`config.mk`:
```
export PLATFORM = sky130hd
export DESIGN_NAME = stats_requester
export DESIGN_NICKNAME = d
export VERILOG_FILES = /design/src/hw/stats_pkg.sv /design/src/hw/stream_if.sv /design/src/hw/narrow_to_wide.sv /design/src/hw/stats_requester.sv
export VERILOG_INCLUDE_DIRS = /design/src /design/src/include
export SDC_FILE = /design/constraint.sdc
export NUM_CORES = 1
export LEC_CHECK = 0
export BUFFER_PORTS_ARGS = -buffer_cell sky130_fd_sc_hd__buf_2
export CORE_AREA = 2 2 169 171
export CTS_CLUSTER_SIZE = 20
export DETAILED_ROUTE_END_ITERATION = 8
export DIE_AREA = 0 0 171 173
export GPL_TIMING_DRIVEN = 0
export PLACE_DENSITY = 0.8
export SLEW_MARGIN = 10
export SYNTH_ARGS = -nofsm -noshare
export SYNTH_HDL_FRONTEND = slang
export SYNTH_SLANG_ARGS = --single-unit
export TNS_END_PERCENT = 30
```
`constraint.sdc`:
```
create_clock -name clk -period 5.7 [get_ports clk]
set_input_delay 0.285 -clock clk [delete_from_list [all_inputs] [get_ports clk]]
set_output_delay 0.285 -clock clk [all_outputs]
set_load 0.05 [all_outputs]
```
`src/include/stats_defs.svh`:
```
/*
 * Width and depth macros for the stats subsystem.
 * Included by the package, the RTL and the testbench.
 */
`ifndef STATS_DEFS_SVH
`define STATS_DEFS_SVH

// narrow NoC flit and wide response beat.
`define NOC1_DATA_W      64
`define NOC_DATA_W       256

`define MSG_LENGTH_WIDTH 8
`define COORD_W          4

// tracker table.
`define TRACKER_ADDR_W   8
`define TRACKER_DEPTH    256

`endif

```
`src/hw/stats_pkg.sv`:
```
/*
 * Enums and flit layouts shared by the stats requester, the tracker and the testbench.
 */
`include "stats_defs.svh"

package stats_pkg;

    typedef enum logic {
        META_REQ = 1'b0,
        READ_REQ = 1'b1
    } req_type_e;

    typedef enum logic [7:0] {
        TRACKER_MSG  = 8'd32,
        TRACKER_RESP = 8'd33
    } msg_type_e;

    localparam int ROUTING_PAD_W = `NOC1_DATA_W - 3 * `COORD_W - `MSG_LENGTH_WIDTH - 8;
    localparam int MISC_PAD_W    = `NOC1_DATA_W - 3 * `COORD_W - `MSG_LENGTH_WIDTH;

    typedef struct packed {
        logic [`COORD_W-1:0]          dst_x_coord;
        logic [`COORD_W-1:0]          dst_y_coord;
        logic [`COORD_W-1:0]          dst_fbits;
        logic [`MSG_LENGTH_WIDTH-1:0] msg_len;
        msg_type_e                    msg_type;
        logic [ROUTING_PAD_W-1:0]     padding;
    } routing_hdr_flit;

    typedef struct packed {
        logic [`COORD_W-1:0]          src_x_coord;
        logic [`COORD_W-1:0]          src_y_coord;
        logic [`COORD_W-1:0]          src_fbits;
        logic [`MSG_LENGTH_WIDTH-1:0] metadata_flits;
        logic [MISC_PAD_W-1:0]        padding;
    } misc_hdr_flit;

    // request payload, sent in the top bits of a flit.
    typedef struct packed {
        req_type_e                  req_type;
        logic [`TRACKER_ADDR_W-1:0] start_addr;
        logic [`TRACKER_ADDR_W-1:0] end_addr;
    } tracker_flit;

    localparam int TRACKER_FLIT_W = $bits(tracker_flit);

    // metadata answer, sent in the top bits of a flit.
    typedef struct packed {
        req_type_e                req_type;
        logic [31:0]              record_count;
        logic [`TRACKER_ADDR_W:0] entry_count;
    } tracker_meta_flit;

    localparam int TRACKER_META_W = $bits(tracker_meta_flit);

    typedef struct packed {
        logic [`COORD_W-1:0]        dst_x;
        logic [`COORD_W-1:0]        dst_y;
        logic [`COORD_W-1:0]        dst_fbits;
        req_type_e                  req_type;
        logic [`TRACKER_ADDR_W-1:0] start_addr;
        logic [`TRACKER_ADDR_W-1:0] end_addr;
    } requester_input;

endpackage

```
`src/hw/stream_if.sv`:
```
/*
 * Valid/ready stream with a last marker.
 * The producer takes the source modport and the consumer the sink modport.
 */
`timescale 1ns/100ps

interface stream_if #(
    parameter int DATA_W = 64
);
    logic              val;
    logic [DATA_W-1:0] data;
    logic              last;
    logic              rdy;

    modport source (output val, output data, output last, input rdy);
    modport sink (input val, input data, input last, output rdy);
endinterface

```
`src/hw/narrow_to_wide.sv`:
```
/*
 * Packs narrow stream flits into wide beats, most significant lane first.
 * A last flit closes the beat early with the unfilled lanes zero.
 */
`timescale 1ns/100ps

module narrow_to_wide #(
    parameter int IN_DATA_W    = 64,
    parameter int OUT_DATA_ELS = 4
) (
    input  logic     clk,
    input  logic     rst,
    stream_if.sink   in,
    stream_if.source out
);
    localparam int OUT_DATA_W = IN_DATA_W * OUT_DATA_ELS;
    localparam int LANE_W     = $clog2(OUT_DATA_ELS);

    logic [LANE_W-1:0]     lane_cnt;
    logic [OUT_DATA_W-1:0] data_reg;
    logic [OUT_DATA_W-1:0] data_next;
    logic                  last_reg;
    logic                  val_reg;
    logic                  in_fire;
    logic                  beat_done;

    // a full beat blocks input until the sink takes it.
    assign in.rdy    = ~val_reg | out.rdy;
    assign in_fire   = in.val & in.rdy;
    assign beat_done = (lane_cnt == LANE_W'(OUT_DATA_ELS - 1)) | in.last;

    always_comb begin
        // the first lane of a beat clears the others.
        data_next = (lane_cnt == '0) ? '0 : data_reg;
        data_next[(OUT_DATA_ELS - 1 - lane_cnt) * IN_DATA_W +: IN_DATA_W] = in.data;
    end

    always_ff @(posedge clk) begin
        if (rst) begin
            lane_cnt <= '0;
            val_reg  <= 1'b0;
            last_reg <= 1'b0;
        end else begin
            if (val_reg && out.rdy) begin
                val_reg <= 1'b0;
            end
            if (in_fire) begin
                if (beat_done) begin
                    lane_cnt <= '0;
                    val_reg  <= 1'b1;
                    last_reg <= in.last;
                end else begin
                    lane_cnt <= lane_cnt + 1'b1;
                end
            end
        end
    end

    always_ff @(posedge clk) begin
        if (in_fire) begin
            data_reg <= data_next;
        end
    end

    assign out.val  = val_reg;
    assign out.data = data_reg;
    assign out.last = last_reg;

endmodule

```
`src/hw/stats_requester.sv`:
```
/*
 * Takes one request from the local source, sends it to the tracker as three NoC flits
 * and returns the answer on the wide stream: the meta flit alone, or only the entries.
 */
`timescale 1ns/100ps
`include "stats_defs.svh"

module stats_requester #(
    parameter logic [`COORD_W-1:0] SRC_X = '0,
    parameter logic [`COORD_W-1:0] SRC_Y = '0
) (
    input  logic                      clk,
    input  logic                      rst,

    input  logic                      hdr_val,
    input  stats_pkg::requester_input req,
    output logic                      hdr_rdy,

    output logic                      resp_val,
    output logic [`NOC_DATA_W-1:0]    resp_data,
    output logic                      resp_last,
    input  logic                      resp_rdy,

    output logic                      noc_out_val,
    output logic [`NOC1_DATA_W-1:0]   noc_out_data,
    input  logic                      noc_out_rdy,

    input  logic                      noc_in_val,
    input  logic [`NOC1_DATA_W-1:0]   noc_in_data,
    output logic                      noc_in_rdy
);
    typedef enum logic [3:0] {
        ST_IDLE,
        ST_REQ_HDR_1,
        ST_REQ_HDR_2,
        ST_REQ_PAYLOAD,
        ST_RESP_HDR_1,
        ST_RESP_HDR_2,
        ST_RESP_META,
        ST_DATA_PASS,
        ST_DRAIN
    } state_e;

    state_e                       state_reg;
    state_e                       state_next;

    stats_pkg::requester_input    req_reg;
    stats_pkg::routing_hdr_flit   req_hdr;
    stats_pkg::misc_hdr_flit      req_misc;
    stats_pkg::tracker_flit       req_payload;
    stats_pkg::routing_hdr_flit   resp_hdr;

    logic [`MSG_LENGTH_WIDTH-1:0] num_flits_reg;
    logic [`MSG_LENGTH_WIDTH-1:0] curr_flits_reg;
    logic                         store_num_flits;
    logic                         incr_curr_flits;
    logic                         is_meta;
    logic                         noc_in_fire;

    stream_if #(.DATA_W(`NOC1_DATA_W)) narrow_s ();
    stream_if #(.DATA_W(`NOC_DATA_W))  wide_s ();

    assign resp_hdr    = noc_in_data;
    assign is_meta     = (req_reg.req_type == stats_pkg::META_REQ);
    assign noc_in_fire = noc_in_val & noc_in_rdy;

    always_ff @(posedge clk) begin
        if (rst) begin
            state_reg <= ST_IDLE;
        end else begin
            state_reg <= state_next;
        end
    end

    // curr_flits counts the flit on the link, the misc header being flit 1.
    // msg_len wraps for long reads, and the modulo count still lands on the last flit.
    always_ff @(posedge clk) begin
        if (state_reg == ST_IDLE && hdr_val) begin
            req_reg <= req;
        end
        if (store_num_flits) begin
            num_flits_reg  <= resp_hdr.msg_len;
            curr_flits_reg <= `MSG_LENGTH_WIDTH'(1);
        end else if (incr_curr_flits) begin
            curr_flits_reg <= curr_flits_reg + 1'b1;
        end
    end

    always_comb begin
        state_next      = state_reg;
        hdr_rdy         = 1'b0;
        noc_out_val     = 1'b0;
        store_num_flits = 1'b0;
        incr_curr_flits = 1'b0;
        case (state_reg)
            ST_IDLE: begin
                hdr_rdy = 1'b1;
                if (hdr_val) begin
                    state_next = ST_REQ_HDR_1;
                end
            end
            ST_REQ_HDR_1: begin
                noc_out_val = 1'b1;
                if (noc_out_rdy) begin
                    state_next = ST_REQ_HDR_2;
                end
            end
            ST_REQ_HDR_2: begin
                noc_out_val = 1'b1;
                if (noc_out_rdy) begin
                    state_next = ST_REQ_PAYLOAD;
                end
            end
            ST_REQ_PAYLOAD: begin
                noc_out_val = 1'b1;
                if (noc_out_rdy) begin
                    state_next = ST_RESP_HDR_1;
                end
            end
            ST_RESP_HDR_1: begin
                if (noc_in_fire) begin
                    store_num_flits = 1'b1;
                    state_next      = ST_RESP_HDR_2;
                end
            end
            ST_RESP_HDR_2: begin
                if (noc_in_fire) begin
                    incr_curr_flits = 1'b1;
                    state_next      = ST_RESP_META;
                end
            end
            ST_RESP_META: begin
                if (noc_in_fire) begin
                    incr_curr_flits = 1'b1;
                    state_next      = is_meta ? ST_IDLE : ST_DATA_PASS;
                end
            end
            ST_DATA_PASS: begin
                if (noc_in_fire) begin
                    incr_curr_flits = 1'b1;
                    if (narrow_s.last) begin
                        state_next = ST_DRAIN;
                    end
                end
            end
            ST_DRAIN: begin
                if (wide_s.val && wide_s.rdy && wide_s.last) begin
                    state_next = ST_IDLE;
                end
            end
            default: begin
                state_next = ST_IDLE;
            end
        endcase
    end

    assign narrow_s.data = noc_in_data;
    assign narrow_s.last = (curr_flits_reg == num_flits_reg);

    always_comb begin
        noc_in_rdy   = 1'b0;
        resp_val     = 1'b0;
        resp_last    = 1'b0;
        resp_data    = wide_s.data;
        narrow_s.val = 1'b0;
        wide_s.rdy   = 1'b0;
        case (state_reg)
            ST_RESP_HDR_1, ST_RESP_HDR_2: begin
                noc_in_rdy = 1'b1;
            end
            ST_RESP_META: begin
                // a read drops the meta flit.
                resp_data  = {noc_in_data, {(`NOC_DATA_W - `NOC1_DATA_W){1'b0}}};
                resp_val   = is_meta & noc_in_val;
                resp_last  = is_meta & noc_in_val;
                noc_in_rdy = resp_rdy | ~is_meta;
            end
            ST_DATA_PASS: begin
                narrow_s.val = noc_in_val;
                noc_in_rdy   = narrow_s.rdy;
                resp_val     = wide_s.val;
                resp_last    = wide_s.val & wide_s.last;
                wide_s.rdy   = resp_rdy;
            end
            ST_DRAIN: begin
                resp_val   = wide_s.val;
                resp_last  = wide_s.val & wide_s.last;
                wide_s.rdy = resp_rdy;
            end
            default: begin
                noc_in_rdy = 1'b0;
            end
        endcase
    end

    always_comb begin
        req_hdr             = '0;
        req_hdr.dst_x_coord = req_reg.dst_x;
        req_hdr.dst_y_coord = req_reg.dst_y;
        req_hdr.dst_fbits   = req_reg.dst_fbits;
        req_hdr.msg_len     = `MSG_LENGTH_WIDTH'(2);
        req_hdr.msg_type    = stats_pkg::TRACKER_MSG;

        req_misc                = '0;
        req_misc.src_x_coord    = SRC_X;
        req_misc.src_y_coord    = SRC_Y;
        req_misc.metadata_flits = `MSG_LENGTH_WIDTH'(1);

        req_payload.req_type   = req_reg.req_type;
        req_payload.start_addr = req_reg.start_addr;
        req_payload.end_addr   = req_reg.end_addr;
    end

    always_comb begin
        noc_out_data = '0;
        case (state_reg)
            ST_REQ_HDR_1: begin
                noc_out_data = req_hdr;
            end
            ST_REQ_HDR_2: begin
                noc_out_data = req_misc;
            end
            ST_REQ_PAYLOAD: begin
                noc_out_data[`NOC1_DATA_W-1 -: stats_pkg::TRACKER_FLIT_W] = req_payload;
            end
            default: begin
                noc_out_data = '0;
            end
        endcase
    end

    narrow_to_wide #(
        .IN_DATA_W    (`NOC1_DATA_W),
        .OUT_DATA_ELS (`NOC_DATA_W / `NOC1_DATA_W)
    ) u_ntw (
        .clk (clk),
        .rst (rst),
        .in  (narrow_s),
        .out (wide_s)
    );

endmodule

```
=== Word-level counts from Yosys, hierarchy flattened ===
Index checks and enable logic that the tools add are counted.

* Register bits: 309
* Bits in latches: 0
* RAM bits: 0
* ROM bits: 0
* Input port bits: 99
* Output and inout port bits: 325
* Logic and storage cells: 90
* Memories kept: 0

* Add/subtract/negate cells: 4
* $mul: 0
* Divide/modulo/power cells: 0
* $lt $le $gt $ge: 0
* Equal/unequal tests: 20
* Shifts and indexed selects: 2
* Mux-type cells: 31
* Bitwise operators: 9
* Reductions and logical operators: 11

{| class="wikitable"
|+ Operators by type and width
! operator !! number
|-
| $mux 256 || 2
|-
| $bwmux 256 || 1
|-
| $shift 64x34->256 const A || 1
|-
| $shiftx 64x34->256 || 1
|-
| $pmux 46 s2 || 1
|-
| $mux 4 || 10
|-
| $pmux 4 s9 || 1
|-
| $neg 32->34 || 1
|-
| $pmux 17 s2 || 1
|-
| $ne 2x2->1 const B || 9
|-
| $eq 4x3->1 const B || 4
|-
| $mux 1 || 10
|-
| $reduce_and 10->1 || 1
|-
| $add 8x1->8 const B || 1
|-
| $eq 4x2->1 const B || 2
|-
| $eq 8x8->1 || 1
|-
| $reduce_or 3->1 || 2
|-
| $and 1x1->1 || 4
|-
| $eq 4x1->1 const B || 1
|-
| $eq 4x4->1 const B || 1
|-
| $logic_not 4->1 || 1
|-
| $pmux 1 s2 || 2
|-
| $reduce_or 2->1 || 2
|-
| $logic_and 1x1->1 || 3
|-
| other kinds (11) || 14
|}

=== Longest topological paths before layout ===
* Word-level depth: 8
* Depth in mapped cells: 7
* Depth with buffers taken out: 5

=== Hierarchy ===
From an unflattened synthesis, not the netlist that was laid out.

* Cell total of the unflattened synthesis: 1,093
* Area, all modules: 14,391.3 um^2

{| class="wikitable"
|+ Modules (own cells, without submodules)
! module !! times used !! cells each !! area an instance (um^2) !! sequential area each (um^2)
|-
| narrow_to_wide || 1 || 580 || 9,806.9 || 7,767.4
|-
| stats_requester || 1 || 513 || 4,584.4 || 1,351.3
|}

=== Worst setup path before layout ===
No wires, ideal clock.

* Kind: register to register
* Start: register u_ntw.lane_cnt[0] (netlist name)
* End: register u_ntw.data_reg[0], in the netlist u_ntw.out.data[0], enable pin
* Library setup time: 0.486 ns
* Arrival: 3.626 ns
* Data required time: 5.214 ns
* Path slack: 1.588 ns
* Cell stages (with the launch flop): 4
* Buffers on the path: 0
* Clock period less this slack: 4.112 ns
* Cells stage by stage: dfxtp_1 inv_1 ha_1 nor2_1

{| class="wikitable"
|+ RTL lines
! element !! RTL line !! source
|-
| to (signal assigned) || narrow_to_wide.sv:61 || <nowiki>data_reg <= data_next;</nowiki>
|-
| to (decl) || narrow_to_wide.sv:20 || <nowiki>logic [OUT_DATA_W-1:0] data_reg;</nowiki>
|}

=== Final worst setup path ===
* Start: register state_reg[2]
* End: output resp_data[65]

* Longest elaborated chain between the ends: 2

{| class="wikitable"
|+ Ends and longest elaborated chain
! element !! RTL line !! source
|-
| from (decl) || stats_requester.sv:44 || <nowiki>state_e state_reg;</nowiki>
|-
| from (signal assigned) || stats_requester.sv:71 || <nowiki>state_reg <= state_next;</nowiki>
|-
| $eq 4x3->1 || stats_requester.sv:167 || <nowiki>case (state_reg)</nowiki>
|-
| $mux 256 || stats_requester.sv:167 ||
|-
| to (decl) || stats_requester.sv:20 || <nowiki>output logic [`NOC_DATA_W-1:0] resp_data,</nowiki>
|}

No other way between the ends.

==> results_dict.tcl <==
set metrics [dict create \
    rr_startpoint "u_ntw.lane_cnt[0]$_SDFFE_PP0P_" \
    required_ns 5.41 \
    wl_per_cell_um 19.8 \
    clkLatencyLatePin_ns 0.57 \
    worst_slew_pin_slew_ns 1.10 \
    die_w_um 171 \
    drive_gt1_share_pct 35.7 \
    routed_wirelength_mm 39.3 \
    syn_inst 1080 \
    grt_usage_pct 25.8 \
    root_buffer "clkbuf_16" \
    clock_sinks 309 \
    grt_first_pass_wirelength_mm 57.8 \
    timing_worst_setup_path_type "reg -> out" \
    drt-vias-per-instance 5.01 \
    start_kind "flop" \
    drv_cap 0 \
    largest_register_ffs 256 \
    min_to "num_flits_reg[2]$_DFFE_PP_" \
    drc_errors 0 \
    syn_avg_cell_area_um2 13.2 \
    yosys.cell_types.count 52 \
    final_cell_mix "buf_2, edfxtp_1, and2_1" \
    yosys_warnings 0 \
    ctsResizeCount 0 \
    synthArstFlopShare_pct 0 \
    worstPathArrival_ns 3.45 \
    h-tree-depth 1 \
    gp_congestion 0.817 \
    grt-ovfl-total 0 \
    holdCritStartpoint "noc_in_data[46]" \
    dp.final_hpwl_mm 27.1 \
    synth.yosys.seq_area_share_pct 64.1 \
    final_common_cell "buf_2" \
    ios 424 \
    netlist_area_um2 14200 \
    power.density_nw_per_um2 287 \
    slew_headroom_pct 26.4 \
    grt_pass1_vias 10000 \
    rows 61 \
    grt_max_degree 46 \
    cts_buffer_depth 3 \
    period_needed_ns 3.74 \
    power_leakage_nw 7.49 \
    fin_util_pct 66.4 \
    reg2reg_to "u_ntw.out.data[32]$_DFFE_PP_" \
    timing.fmax_ghz 0.267 \
    core_um2 27600 \
    hold_viol 0 \
    io_buffers 379 \
    cts_tree "built" \
    ant_nets 0 \
    crit_fanout 10 \
    antenna_found_initial 3 \
    yosys_register_bits 309 \
    synth_edf_count 293 \
    worst_r2r_path_depth 5 \
    clkTransAtPathRegs_ns 0.07 \
    whs_ns 0.0180 \
    dr.pass1.iters 5 \
    start_util_pct 51.5 \
    dieArea_um2 29600 \
    multi_input_area_um2 4700 \
    register_area_um2 9120 \
    crit_path_end_kind "output port" \
    fillCellCount 2040 \
    setup_viol 0 \
    synth_ff_type "edfxtp_1" \
    min_period_over_period_pct 65.6 \
    die_h_um 173 \
    whs_path_depth 1 \
    grt_setup_unrepaired "no" \
    drt-initial-drc-count 685 \
    reg2reg_slack_ns 2.85 \
    skew_ns 0.0283 \
    nNetsFinal 1685 \
    area_delta_synth_final_pct 28.9 \
    run_status "complete, no violations" \
    irDropWorstVdd_mv 0.278 \
    drv_slew 0 \
    cts_buffers 31 \
    dr_total_vias 9934 \
    hp-class "in -> reg" \
]
## per-stage QoR
step	setup slack (ns)	cell area (um2)	TNS (ns)	cells	total power, mW
after floorplan	1.59	14400	0	1123	3.06
after global placement	-0.299	16800	-21.77	1880	3.21
after detailed placement	2.52	17000	0	1890	3.24
after CTS	1.89	18300	0	1981	5.26
after global routing	1.72	18300	0	1982	5.40
final	1.96	18300	0	1983	5.27
## layout make-up
class	count	area share [%]
flip-flops and latches	309	49.7
multi-input cells	701	25.6
repair buffers	424	13.2
clock buffers	34	4.29
plain buffers	108	3.25
well taps	378	2.58
clock inverters	22	1.17
inverters	5	0.102
diodes	2	0.0273
## where the power goes
| part | switching (mW) | internal [mW] | total [mW] |
|---|---|---|---|
| clock | 0.866 | 1.17 | 2.04 |
| combinational | 0.464 | 0.199 | 0.663 |
| sequential | 0.0386 | 2.53 | 2.57 |
## per-layer routing
layer	global-route usage, %	share of wire, %	up-vias
li1	-	-	4619
met1	29.6	37	4757
met2	45.8	51	471
met3	7.35	9.2	85
met4	8.55	3.0	2
met5	0	0.028	-
## logic make-up after synthesis
family	synth area share, %
mux	5.14
fa+ha+maj	0.528
simple gates	22.8
xor+xnor	0.493
buf+inv	4.32
flops	64.1
other cells	0.0264
compound gates	2.61
## worst max path at each step
stage | startpoint | endpoint | cells past startpoint
2_1_floorplan | u_ntw.lane_cnt[0]$_SDFFE_PP0P_ | u_ntw.out.data[0]$_DFFE_PP_ | 3
3_3_place_gp | state_reg[2]$_SDFFE_PP0P_ | u_ntw.out.data[88]$_DFFE_PP_ | 5
3_5_place_dp | state_reg[2]$_SDFFE_PP0P_ | resp_data[114] | 7
4_1_cts | state_reg[2]$_SDFFE_PP0P_ | resp_data[114] | 7
5_1_grt | state_reg[2]$_SDFFE_PP0P_ | resp_data[114] | 7
6_report | state_reg[2]$_SDFFE_PP0P_ | resp_data[65] | 7
## cells in the mapped netlist, drive strengths merged (2+ instances only)
master | n | area [um2]
ha | 6 | 75.1
nand3 | 10 | 50.1
a22o | 12 | 105
nor2b | 192 | 1200
nand2b | 6 | 37.5
a31oi | 4 | 25.0
and2 | 261 | 1630
o211ai | 2 | 15.0
mux2 | 64 | 721
nor2 | 21 | 78.8
nand4b | 2 | 32.5
buf | 59 | 410
nand2 | 17 | 71.3
o21ai | 13 | 65.1
dfxtp | 16 | 320
o31ai | 2 | 15.0
inv | 5 | 18.8
nand4 | 2 | 12.5
o21bai | 3 | 22.5
xnor2 | 8 | 70.1
clkbuf | 49 | 185
and3 | 2 | 12.5
nor4b | 2 | 23.8
edfxtp | 293 | 8800
a21oi | 7 | 46.3
or2 | 3 | 18.8
or4 | 2 | 15.0
## critical path, stage by stage (launching register included)
cell	delay (ns)
dfxtp_1	0.33
buf_4	0.19
nand2b_1	0.15
nor2_1	0.72
clkbuf_1	0.53
clkbuf_1	0.49
nor2b_1	0.18
buf_2	0.26
## timing repair
action,CTS,global route
setup buffers,0,0
endpoints found under the hold margin,39,0
hold buffers,35,0
Note: power is estimated with default switching activity, not from simulation.
